**src/rtl/gate_params.svh**
```systemverilog
`ifndef GATE_PARAMS_SVH
`define GATE_PARAMS_SVH

// Command word holds four 32-bit fields
`define GATE_CMD_W      128
`define GATE_FIELD_W    32

// Field positions inside a command word
`define GATE_T_ON_LSB   0
`define GATE_T_OFF_LSB  32
`define GATE_T_END_LSB  64
`define GATE_POFF_LSB   96

// Queued commands, must be a power of two
`define GATE_FIFO_DEPTH 4

`endif
```
**src/rtl/gate_pkg.sv**
```systemverilog
`default_nettype none

package gate_pkg;

  // Slot controller state
  typedef enum logic
  {
    GATE_IDLE = 1'b0,
    GATE_RUN  = 1'b1
  } gate_state_e;

  // Host register map
  typedef enum logic [2:0]
  {
    REG_T_ON   = 3'd0,
    REG_T_OFF  = 3'd1,
    REG_T_END  = 3'd2,
    REG_POFF   = 3'd3,
    REG_PUSH   = 3'd4,
    REG_FREQ   = 3'd5,
    REG_STATUS = 3'd6
  } gate_reg_e;

endpackage

`default_nettype wire

```
**src/rtl/gate_sequencer_top.sv**
```systemverilog
`timescale 1ns/10ps
`default_nettype none

`include "gate_params.svh"

module gate_sequencer_top
  import gate_pkg::*;
(
  input  wire                      aclk,
  input  wire                      aresetn,
  input  wire                      wr_en,
  input  wire gate_reg_e           wr_addr,
  input  wire [`GATE_FIELD_W-1:0]  wr_data,
  input  wire                      rd_en,
  input  wire gate_reg_e           rd_addr,
  output wire [`GATE_FIELD_W-1:0]  rd_data,
  output wire                      sync,
  output wire                      dout,
  output wire [`GATE_FIELD_W-1:0]  phase
);

  wire                     push;
  wire [`GATE_CMD_W-1:0]   push_cmd;
  wire [`GATE_FIELD_W-1:0] freq;
  wire [3:0]               fifo_level;
  wire                     fifo_overflow;
  wire                     busy;
  wire                     cmd_tvalid;
  wire                     cmd_tready;
  wire [`GATE_CMD_W-1:0]   cmd_tdata;
  wire [`GATE_FIELD_W-1:0] poff;

  gate_cfg_regs u_regs
  (
    .aclk          (aclk),
    .aresetn       (aresetn),
    .wr_en         (wr_en),
    .wr_addr       (wr_addr),
    .wr_data       (wr_data),
    .rd_en         (rd_en),
    .rd_addr       (rd_addr),
    .rd_data       (rd_data),
    .push          (push),
    .push_cmd      (push_cmd),
    .freq          (freq),
    .fifo_level    (fifo_level),
    .fifo_overflow (fifo_overflow),
    .busy          (busy)
  );

  gate_cmd_fifo u_fifo
  (
    .aclk       (aclk),
    .aresetn    (aresetn),
    .push       (push),
    .push_cmd   (push_cmd),
    .cmd_tvalid (cmd_tvalid),
    .cmd_tdata  (cmd_tdata),
    .cmd_tready (cmd_tready),
    .level      (fifo_level),
    .overflow   (fifo_overflow)
  );

  gate_controller u_ctrl
  (
    .aclk       (aclk),
    .aresetn    (aresetn),
    .cmd_tready (cmd_tready),
    .cmd_tdata  (cmd_tdata),
    .cmd_tvalid (cmd_tvalid),
    .poff       (poff),
    .sync       (sync),
    .dout       (dout),
    .busy       (busy)
  );

  gate_phase_acc u_acc
  (
    .aclk    (aclk),
    .aresetn (aresetn),
    .sync    (sync),
    .dout    (dout),
    .poff    (poff),
    .freq    (freq),
    .phase   (phase)
  );

endmodule

`default_nettype wire

```
**src/rtl/gate_phase_acc.sv**
```systemverilog
`timescale 1ns/10ps
`default_nettype none

`include "gate_params.svh"

module gate_phase_acc
(
  input  wire                      aclk,
  input  wire                      aresetn,
  input  wire                      sync,
  input  wire                      dout,
  input  wire [`GATE_FIELD_W-1:0]  poff,
  input  wire [`GATE_FIELD_W-1:0]  freq,
  output logic [`GATE_FIELD_W-1:0] phase
);

  // Sync edge reloads the offset, open gate steps by freq
  always_ff @(posedge aclk)
  begin
    if (!aresetn)
    begin
      phase <= '0;
    end
    else if (sync)
    begin
      phase <= poff;
    end
    else if (dout)
    begin
      phase <= phase + freq;
    end
  end

endmodule

`default_nettype wire

```
**src/rtl/gate_controller.sv**
```systemverilog
`timescale 1ns/10ps
`default_nettype none

`include "gate_params.svh"

module gate_controller
  import gate_pkg::*;
(
  input  wire                      aclk,
  input  wire                      aresetn,
  output logic                     cmd_tready,
  input  wire [`GATE_CMD_W-1:0]    cmd_tdata,
  input  wire                      cmd_tvalid,
  output logic [`GATE_FIELD_W-1:0] poff,
  output logic                     sync,
  output logic                     dout,
  output logic                     busy
);

  gate_state_e              state_q, state_d;
  logic                     tready_q, tready_d;
  logic                     sync_q, sync_d;
  logic                     dout_q, dout_d;
  logic [`GATE_FIELD_W-1:0] cntr_q, cntr_d;
  logic [`GATE_CMD_W-1:0]   cmd_q, cmd_d;

  logic [`GATE_FIELD_W-1:0] t_on;
  logic [`GATE_FIELD_W-1:0] t_off;
  logic [`GATE_FIELD_W-1:0] t_end;

  assign t_on  = cmd_q[`GATE_T_ON_LSB  +: `GATE_FIELD_W];
  assign t_off = cmd_q[`GATE_T_OFF_LSB +: `GATE_FIELD_W];
  assign t_end = cmd_q[`GATE_T_END_LSB +: `GATE_FIELD_W];

  always_ff @(posedge aclk)
  begin
    if (!aresetn)
    begin
      state_q  <= GATE_IDLE;
      tready_q <= 1'b0;
      sync_q   <= 1'b0;
      dout_q   <= 1'b0;
      cntr_q   <= '0;
      cmd_q    <= '0;
    end
    else
    begin
      state_q  <= state_d;
      tready_q <= tready_d;
      sync_q   <= sync_d;
      dout_q   <= dout_d;
      cntr_q   <= cntr_d;
      cmd_q    <= cmd_d;
    end
  end

  always_comb
  begin
    state_d  = state_q;
    tready_d = tready_q;
    sync_d   = sync_q;
    dout_d   = dout_q;
    cntr_d   = cntr_q;
    cmd_d    = cmd_q;

    // Sync drops after one cycle, also when the slot ends with it
    if (sync_q)
      sync_d = 1'b0;

    // Capture now, acknowledge on the next cycle
    if (state_q == GATE_IDLE && cmd_tvalid)
    begin
      state_d  = GATE_RUN;
      tready_d = 1'b1;
      cntr_d   = '0;
      cmd_d    = cmd_tdata;
    end

    if (state_q == GATE_RUN)
    begin
      cntr_d = cntr_q + 1'b1;
      if (cntr_q == t_on)
      begin
        sync_d = 1'b1;
        dout_d = 1'b1;
      end
      // Later compare wins when t_on equals t_off
      if (cntr_q == t_off)
        dout_d = 1'b0;
      if (cntr_q == t_end)
        state_d = GATE_IDLE;
      if (tready_q)
        tready_d = 1'b0;
    end
  end

  assign cmd_tready = tready_q;
  assign poff       = cmd_q[`GATE_POFF_LSB +: `GATE_FIELD_W];
  assign sync       = sync_q;
  assign dout       = dout_q;
  assign busy       = (state_q == GATE_RUN);

endmodule

`default_nettype wire

```
**src/rtl/gate_cmd_fifo.sv**
```systemverilog
`timescale 1ns/10ps
`default_nettype none

`include "gate_params.svh"

module gate_cmd_fifo
(
  input  wire                    aclk,
  input  wire                    aresetn,
  input  wire                    push,
  input  wire [`GATE_CMD_W-1:0]  push_cmd,
  output logic                   cmd_tvalid,
  output logic [`GATE_CMD_W-1:0] cmd_tdata,
  input  wire                    cmd_tready,
  output logic [3:0]             level,
  output logic                   overflow
);

  localparam int PTR_W = $clog2(`GATE_FIFO_DEPTH);

  logic [`GATE_CMD_W-1:0] mem [`GATE_FIFO_DEPTH];
  logic [PTR_W-1:0]       wr_ptr;
  logic [PTR_W-1:0]       rd_ptr;
  logic                   full;
  logic                   wr_ok;
  logic                   rd_ok;

  assign full  = (level == 4'(`GATE_FIFO_DEPTH));
  assign wr_ok = push && !full;
  assign rd_ok = cmd_tvalid && cmd_tready;

  // Head entry stays put until the handshake
  assign cmd_tvalid = (level != 4'd0);
  assign cmd_tdata  = mem[rd_ptr];

  always_ff @(posedge aclk)
  begin
    if (wr_ok)
    begin
      mem[wr_ptr] <= push_cmd;
    end
  end

  // Pointers wrap naturally for a power-of-two depth
  always_ff @(posedge aclk)
  begin
    if (!aresetn)
    begin
      wr_ptr   <= '0;
      rd_ptr   <= '0;
      level    <= 4'd0;
      overflow <= 1'b0;
    end
    else
    begin
      if (wr_ok)
        wr_ptr <= wr_ptr + 1'b1;
      if (rd_ok)
        rd_ptr <= rd_ptr + 1'b1;
      case ({wr_ok, rd_ok})
        2'b10:   level <= level + 4'd1;
        2'b01:   level <= level - 4'd1;
        default: ;
      endcase
      // Sticky until reset
      if (push && full)
        overflow <= 1'b1;
    end
  end

endmodule

`default_nettype wire

```
**src/rtl/gate_cfg_regs.sv**
```systemverilog
`timescale 1ns/10ps
`default_nettype none

`include "gate_params.svh"

module gate_cfg_regs
  import gate_pkg::*;
(
  input  wire                      aclk,
  input  wire                      aresetn,
  input  wire                      wr_en,
  input  wire gate_reg_e           wr_addr,
  input  wire [`GATE_FIELD_W-1:0]  wr_data,
  input  wire                      rd_en,
  input  wire gate_reg_e           rd_addr,
  output logic [`GATE_FIELD_W-1:0] rd_data,
  output logic                     push,
  output logic [`GATE_CMD_W-1:0]   push_cmd,
  output logic [`GATE_FIELD_W-1:0] freq,
  input  wire [3:0]                fifo_level,
  input  wire                      fifo_overflow,
  input  wire                      busy
);

  logic [`GATE_FIELD_W-1:0] t_on_q;
  logic [`GATE_FIELD_W-1:0] t_off_q;
  logic [`GATE_FIELD_W-1:0] t_end_q;
  logic [`GATE_FIELD_W-1:0] poff_q;
  logic [`GATE_FIELD_W-1:0] status_word;

  // ~~~~~~~~~~~~~~~~~~~~~~~~~~~~~~~~~~~~~~~~~~~~~~~~~~~~~~~~~~~~~~~~~~~~~~~~~
  // Write side

  always_ff @(posedge aclk)
  begin
    if (!aresetn)
    begin
      t_on_q  <= '0;
      t_off_q <= '0;
      t_end_q <= '0;
      poff_q  <= '0;
      freq    <= '0;
    end
    else if (wr_en)
    begin
      case (wr_addr)
        REG_T_ON:  t_on_q  <= wr_data;
        REG_T_OFF: t_off_q <= wr_data;
        REG_T_END: t_end_q <= wr_data;
        REG_POFF:  poff_q  <= wr_data;
        REG_FREQ:  freq    <= wr_data;
        default:   ;
      endcase
    end
  end

  // Commit strobe, FIFO samples it on the same edge
  assign push = wr_en && (wr_addr == REG_PUSH);

  always_comb
  begin
    push_cmd = '0;
    push_cmd[`GATE_T_ON_LSB  +: `GATE_FIELD_W] = t_on_q;
    push_cmd[`GATE_T_OFF_LSB +: `GATE_FIELD_W] = t_off_q;
    push_cmd[`GATE_T_END_LSB +: `GATE_FIELD_W] = t_end_q;
    push_cmd[`GATE_POFF_LSB  +: `GATE_FIELD_W] = poff_q;
  end

  // ~~~~~~~~~~~~~~~~~~~~~~~~~~~~~~~~~~~~~~~~~~~~~~~~~~~~~~~~~~~~~~~~~~~~~~~~~
  // Read side

  // Level 3:0, overflow 4, busy 5
  assign status_word = {{(`GATE_FIELD_W-6){1'b0}}, busy, fifo_overflow, fifo_level};

  always_ff @(posedge aclk)
  begin
    if (!aresetn)
    begin
      rd_data <= '0;
    end
    else if (rd_en)
    begin
      case (rd_addr)
        REG_T_ON:   rd_data <= t_on_q;
        REG_T_OFF:  rd_data <= t_off_q;
        REG_T_END:  rd_data <= t_end_q;
        REG_POFF:   rd_data <= poff_q;
        REG_FREQ:   rd_data <= freq;
        REG_STATUS: rd_data <= status_word;
        default:    rd_data <= '0;
      endcase
    end
  end

endmodule

`default_nettype wire

```
**config.mk**
```make
export PLATFORM = sky130hd
export DESIGN_NAME = gate_sequencer_top
export DESIGN_NICKNAME = d
export VERILOG_FILES = /design/src/rtl/gate_pkg.sv /design/src/rtl/gate_sequencer_top.sv /design/src/rtl/gate_phase_acc.sv /design/src/rtl/gate_controller.sv /design/src/rtl/gate_cmd_fifo.sv /design/src/rtl/gate_cfg_regs.sv
export VERILOG_INCLUDE_DIRS = /design/src /design/src/rtl
export SDC_FILE = /design/constraint.sdc
export NUM_CORES = 1
export LEC_CHECK = 0
export BUFFER_PORTS_ARGS = -buffer_cell sky130_fd_sc_hd__buf_2
export CAP_MARGIN = 20
export CELL_PAD_IN_SITES_DETAIL_PLACEMENT = 1
export CELL_PAD_IN_SITES_GLOBAL_PLACEMENT = 1
export CORE_AREA = 2 2 275 549
export CTS_CLUSTER_DIAMETER = 120
export DETAILED_ROUTE_END_ITERATION = 7
export DIE_AREA = 0 0 277 551
export PLACE_DENSITY_LB_ADDON = 0.05
export REMOVE_ABC_BUFFERS = 1
export SLEW_MARGIN = 0
export SYNTH_ARGS = -nofsm -noshare
export SYNTH_HDL_FRONTEND = slang
export SYNTH_SLANG_ARGS = --single-unit
```
**constraint.sdc**
```tcl
create_clock -name aclk -period 15 [get_ports aclk]
set_input_delay 3 -clock aclk [delete_from_list [all_inputs] [get_ports aclk]]
set_output_delay 3 -clock aclk [all_outputs]
set_load 0.01 [all_outputs]
```
==> results.md, run 1 <==
* Hold-fix buffers at CTS at 0
* Drt drc at 0
* H-tree depth at 3
* Sequential cell area fraction in the yosys report at 0.631
* Total grt overflow at 0
* CTS tree: yes
* Routed Antenna Nets at 0
* DR pass1 iterations at 5
* TritonCTS buffer count at 93
* Final min period at 6.29 ns
* WHS at 0.457 ns
* Status: finished, final reports clean
* Worst R2R Setup Slack at 10.62 ns
* Multi-input gate area at 12800 um2
* Worst Setup End Kind: register
* Critical Path Fanout Max at 51
* FFs w/ async S/R, synth at 0
* Register area at 23300 um2
* Clock root buffer: clkbuf_16
* PortBufs at 107
* Top cell by count, worst path: buf_4
* Crit path to: u_fifo.mem[0][116]$_DFFE_PP_
* # rows at 200
* Clock tree buffer depth at 3
* Pwr/cell area at 126 nW/um2
* Most used DFF post-synth: edfxtp_1
* Crit start category: primary input
* Final Hold Vio Count at 0
* Hold Crit Class: reg2reg
* Starting Density at 0.250
* RR Startpoint: u_fifo.level[0]$_SDFFE_PN0P_
* Initial antenna violation count at 6
* Leakage power at 13.8 nW
* Max Fclk at 159 MHz
* Worst path cell trace: buf_2, nand2b_1, a211oi_1, and2_4, buf_4, buf_4
* WS Path Type: in2reg
* Max Slew Vio Count at 0
* Layout cells sized above 1 at 0.162
* Reg2reg end: u_fifo.mem[0][116]$_DFFE_PP_
* Final worst path period share at 0.419
* Worst-margin pin slew at 1.16 ns
* CP peak stage delay at 0.84 ns
* Worst-path clk slew at 0.07 ns
* Starting DRT DRC Count at 1273
* Layout Nets at 3130
* RSZ-0062 raised after global routing: no
* Synth top area share at 0.416
* Cells after Synth at 3009
* Final clock skew at 0.0257 ns
* Die footprint at 153000 um2
* Max transition margin at 0.221
* EDFF count, synth at 512
* Fin area at 42600 um2
* Cell taking the most area after synthesis: edfxtp_1
* Area contributors post-synth: edfxtp_1 42%, dfxtp_1 21%, mux4_2 9.3%, nand2_1 6.6%, a21oi_1 5.1%
* Die width at 277 um
* Total GRT Usage at 0.176
* RD Place Congestion at 0.887
* VDD IR-drop max at 80.2 uV
* Placed inst area at 39500 um2
* Chip Height at 551 um
* Dpl hpwl at 93200 um
* Post-synth cell types at 71
* Clock latency on the worst-skew pair at 0.67 ns
* Vias in the first global route at 26100
* Synth warn at 0
* Final setup violating endpoints at 0
* Core area at 148000 um2
* Fill cell count at 16200
* Max_cap viols at 0
* Worst setup path startpoint: wr_addr[0]
* Yosys reg bits at 909
* Total length of routed wires at 135000 um
* Cell Area, Synth at 37000 um2
* Clock Sink Count at 909
* Critical-path top delay cell: a211oi_1
* Pin count of the biggest net entering global routing at 153
* Syn avg cell area at 12.3 um2
* Via density per instance at 4.77
* Reg2Reg Depth at 5
* PostCTS Resize Cnt at 0
* Area grow syn2layout at 15.3%
* WP data required at 15.28 ns
* TNS Setup at 0 ns
* DR WL/cell at 26.7 um
* Worst EP arrival at 6.57 ns
* First-pass GRT wire length at 193000 um
* IO Count at 108
* Via count at 24100
* Postcts setup bufs at 0
sequential cells by signal, indices dropped and copies added (netlist names):
register	cells
u_ctrl.dout	1
u_regs.t_off_q	32
u_regs.freq	32
u_fifo.level	4
u_regs.t_end_q	32
u_ctrl.cmd_q	128
u_ctrl.cmd_tready	1
u_ctrl.sync	1
u_fifo.overflow	1
u_regs.poff_q	32
u_fifo.wr_ptr	2
u_ctrl.cntr_q	32
u_acc.phase	32
u_fifo.mem	512
u_regs.rd_data	32
u_regs.t_on_q	32
u_fifo.rd_ptr	2
u_ctrl.busy	1
Yosys cell counts, types with 3 or more instances:
library cell / count
buf_1: 10
xnor2_1: 83
a211oi_1: 13
mux4_2: 153
a221o_1: 4
nand3_1: 41
inv_1: 14
or3_1: 9
nand2_1: 651
o41ai_1: 3
nor2_1: 112
a221oi_1: 25
o211ai_1: 12
mux2_2: 8
nand3b_1: 3
and3_1: 17
mux2i_1: 15
a41oi_1: 4
dfxtp_1: 397
a22oi_1: 14
nor3_1: 49
o21ai_0: 42
edfxtp_1: 512
a311oi_1: 3
or2_2: 8
nand2b_1: 9
a21o_1: 12
ha_1: 39
buf_2: 39
a31oi_1: 10
nor4_1: 11
buf_4: 12
o22ai_1: 11
clkbuf_1: 147
buf_6: 3
nand4_1: 31
nor2b_1: 6
o21a_1: 10
o2111ai_1: 3
and2_1: 10
a21oi_1: 375
xor2_1: 42
report_power, final:
group	total (mW)	switching (mW)	leakage, nW	internal, mW
clock network	2.43	1.04	1.53	1.39
logic	0.240	0.168	4.34	0.0723
registers	2.70	0.0394	7.96	2.66
total	5.36	1.25	13.8	4.12
worst max-delay path: cells and delay by family:
family / cells / cell delay [ns]
buffers and inverters: 3 / 1.57
AND/OR/NAND/NOR: 2 / 0.97
AO/OA/AOI/OAI: 1 / 0.84
layout by cell type (no fill, tap or decap), drive strengths merged, types with 38 or more instances in the layout:
master  instances
mux4          153
clkbuf        116
buf           154
edfxtp        512
dfxtp         397
o21ai          42
clkinv         38
nor3           49
nor2          112
xnor2          83
ha             39
nand2         652
a21oi         375
xor2           42
nand3          43
cell families (layout without fill, tap and decap cells):
group,after synthesis,after routing,synth area share
adder cells (fa/ha/maj),41,41,0.0143
buffers and inverters,228,344,0.0263
other,0,1,0
AO/OA/AOI/OAI,556,556,0.0861
AND/OR/NAND/NOR,972,972,0.113
XOR/XNOR,125,125,0.0296
multiplexers,178,178,0.100
flip-flops,909,909,0.631
per-layer routing:
metal | routed length (um) | part of all wire | GRT usage | vias up
li1 | - | - | - | 11000
met1 | 53800 | 0.40 | 0.202 | 12500
met2 | 71000 | 0.53 | 0.326 | 385
met3 | 3580 | 0.027 | 0.0194 | 173
met4 | 6300 | 0.047 | 0.0817 | 0
met5 | 0 | 0 | 0 | -
cell type report:
cell class	count	area share
Timing Repair Buffer	154	0.0218
Sequential cell	909	0.547
Clock buffer	116	0.0600
Multi-Input combinational cell	1872	0.299
Clock inverter	57	0.0137
Tap cell	1919	0.0563
Antenna cell	1	0.0000587
Inverter	17	0.00167
through the flow:
step                      setup WS, ns  power, mW  cells   util
after floorplan                   7.70       2.86   2798      -
after global placement            8.01       2.99   4868  0.266
after detailed placement          7.94       3.00   4871  0.267
after CTS                         8.68       5.47   5044  0.288
after global routing              8.47       5.56   5045  0.288
final                             8.71       5.36   5045  0.288
worst min path at each step:
stage,from,endpoint,slack [ns],depth (start not counted)
after global placement,u_ctrl.cmd_q[100]$_SDFFE_PN0P_,u_ctrl.cmd_q[100]$_SDFFE_PN0P_,0.45,2
after CTS,u_ctrl.cmd_q[100]$_SDFFE_PN0P_,u_acc.phase[4]$_SDFFE_PN0P_,0.46,2
final,u_ctrl.cmd_q[100]$_SDFFE_PN0P_,u_acc.phase[4]$_SDFFE_PN0P_,0.46,2
after global routing,u_ctrl.cmd_q[115]$_SDFFE_PN0P_,u_ctrl.cmd_q[115]$_SDFFE_PN0P_,0.48,2
after floorplan,u_ctrl.cmd_q[117]$_SDFFE_PN0P_,u_ctrl.cmd_q[117]$_SDFFE_PN0P_,0.43,2
after detailed placement,u_ctrl.cmd_q[108]$_SDFFE_PN0P_,u_ctrl.cmd_q[108]$_SDFFE_PN0P_,0.45,2
Note: power is estimated with default switching activity, not from simulation.
==> inputs of run 2 (changes only) <==
clock period = 5.34 ns   (was 15 ns; I/O delays follow)
==> run 2 against run 1 <==
- register-to-register slack lost 8.6 ns
- combinational power grew to 2.8 times the previous value
- design area grew 0.11%
- count of clock-buffer cells in the layout grew 2
- critical path type is now reg2reg
- largest cell class unchanged
- largest power group unchanged
==> results.md, run 2 (synthesis results as in run 1) <==
* Status: finished, final reports clean
* Area grow syn2layout at 15.4%
* Die width at 277 um
* Pin count of the biggest net entering global routing at 155
* Register area at 23300 um2
* Drt drc at 0
* Hold Crit Class: reg2reg
* Max Fclk at 305 MHz
* Core area at 148000 um2
* VDD IR-drop max at 212 uV
* Clock latency on the worst-skew pair at 0.67 ns
* Top cell by count, worst path: o21ai_0
* Max Slew Vio Count at 0
* PostCTS Resize Cnt at 0
* H-tree depth at 3
* Max transition margin at 0.276
* Critical Path Fanout Max at 4
* CP peak stage delay at 0.52 ns
* Multi-input gate area at 12700 um2
* Post-Layout Cell Count at 5061
* Chip Height at 551 um
* PortBufs at 107
* WP data required at 5.86 ns
* WS Path Type: reg2reg
* Max FFs per register at 512
* IO Count at 108
* Final setup violating endpoints at 0
* Final worst path period share at 0.614
* RD Place Congestion at 0.870
* Total length of routed wires at 138000 um
* Worst-path clk slew at 0.06 ns
* Tot Pwr at 14.9 mW
* # rows at 200
* Clock Sink Count at 909
* Commonest non-fill, non-tap cell in the layout: nand2_1
* RSZ-0062 raised after global routing: no
* Largest register by flop count: u_fifo.mem
* CTS tree: yes
* Crit start category: register
* Vias in the first global route at 26400
* DR WL/cell at 27.2 um
* Worst path cell trace: ha_1, fa_1, a211oi_1, nor3_1, o21ai_0, buf_4, nand3b_1, o21ai_0, xor2_1, o22ai_1
* Critical-path top delay cell: a211oi_1
* Final clock skew at 0.0254 ns
* Starting DRT DRC Count at 1203
* Total GRT Usage at 0.180
* Max_cap viols at 0
* Die footprint at 153000 um2
* Via count at 24200
* Commonest cells after routing, fill and taps aside: 651 x nand2_1, 512 x edfxtp_1, 394 x dfxtp_1, 375 x a21oi_1, 153 x mux4_2
* Hold-fix buffers at CTS at 0
* Layout Nets at 3143
* Clock tree buffer depth at 3
* Family with the most delay on the worst path: compound AO/OA/AOI/OAI gates
* First-pass GRT wire length at 198000 um
* Routed Antenna Nets at 0
* Layout cells sized above 1 at 0.161
* Worst Setup End Kind: register
* Final Hold Vio Count at 0
* Buffers and inverters on the worst path at 1
* Via density per instance at 4.78
* Starting Density at 0.250
* Biggest regs: u_fifo.mem x512, u_ctrl.cmd_q x128
* Worst EP arrival at 3.80 ns
* Final min period at 3.28 ns
* Dpl hpwl at 96000 um
* Initial antenna violation count at 3
* Fill cell count at 16200
* Leakage power at 13.9 nW
* DR pass1 iterations at 4
* Postcts setup bufs at 0
* Total grt overflow at 0
* TritonCTS buffer count at 92
* Pwr/cell area at 348 nW/um2
* Clock root buffer: clkbuf_16
* Placed Cells at 4885
* Worst-margin pin slew at 1.08 ns
run 2: cell types whose count changed in the layout (fill, tap and decap cells not counted), sizes merged:
cell	delta
clkinv	+3
bufinv	-2
clkinvlp	-5
clkbuf	+2
inv	+2
diode	+2
buf	+14
run 2: cell type report:
class / instances / area share
Inverter: 17 / 0.00167
Clock buffer: 118 / 0.0584
Multi-Input combinational cell: 1872 / 0.299
Sequential cell: 909 / 0.547
Timing Repair Buffer: 168 / 0.0264
Clock inverter: 55 / 0.0117
Antenna cell: 3 / 0.000176
Tap cell: 1919 / 0.0563
run 2: worst min-delay path: stages (launching register included):
cell and delay [ns]:
dfxtp_1 0.31, nand2_1 0.05, a21oi_1 0.05
run 2: final timing paths:
path	cells past startpoint	slack, ns	end	startpoint
worst min register to register	2	0.46	u_ctrl.cmd_q[97]$_SDFFE_PN0P_	u_ctrl.cmd_q[97]$_SDFFE_PN0P_
worst max-delay path	10	2.06	u_acc.phase[22]$_SDFFE_PN0P_	u_acc.phase[0]$_SDFFE_PN0P_
worst max register to register	10	2.06	u_acc.phase[22]$_SDFFE_PN0P_	u_acc.phase[0]$_SDFFE_PN0P_
worst min-delay path	2	0.46	u_ctrl.cmd_q[97]$_SDFFE_PN0P_	u_ctrl.cmd_q[97]$_SDFFE_PN0P_
run 2: metal layers:
metal	track usage	up-vias	share of wire
li1	-	11100	-
met1	0.208	12600	0.41
met2	0.337	363	0.53
met3	0.0176	185	0.023
met4	0.0753	0	0.041
met5	0	-	0
run 2: per-stage QoR:
step	setup slack (ns)	utilization	TNS (ns)	cell area, um2	hold slack [ns]
after floorplan	-1.13	-	-145.81	36100	0.432
after global placement	1.68	0.268	0	39700	0.450
after detailed placement	1.76	0.268	0	39700	0.453
after CTS	1.92	0.288	0	42700	0.462
after global routing	1.81	0.288	0	42700	0.474
final	2.06	0.288	0	42700	0.458
run 2: power by group:
part / internal, mW / switching, mW
registers: 7.46 / 0.119
logic: 0.207 / 0.476
clock network: 3.70 / 2.89
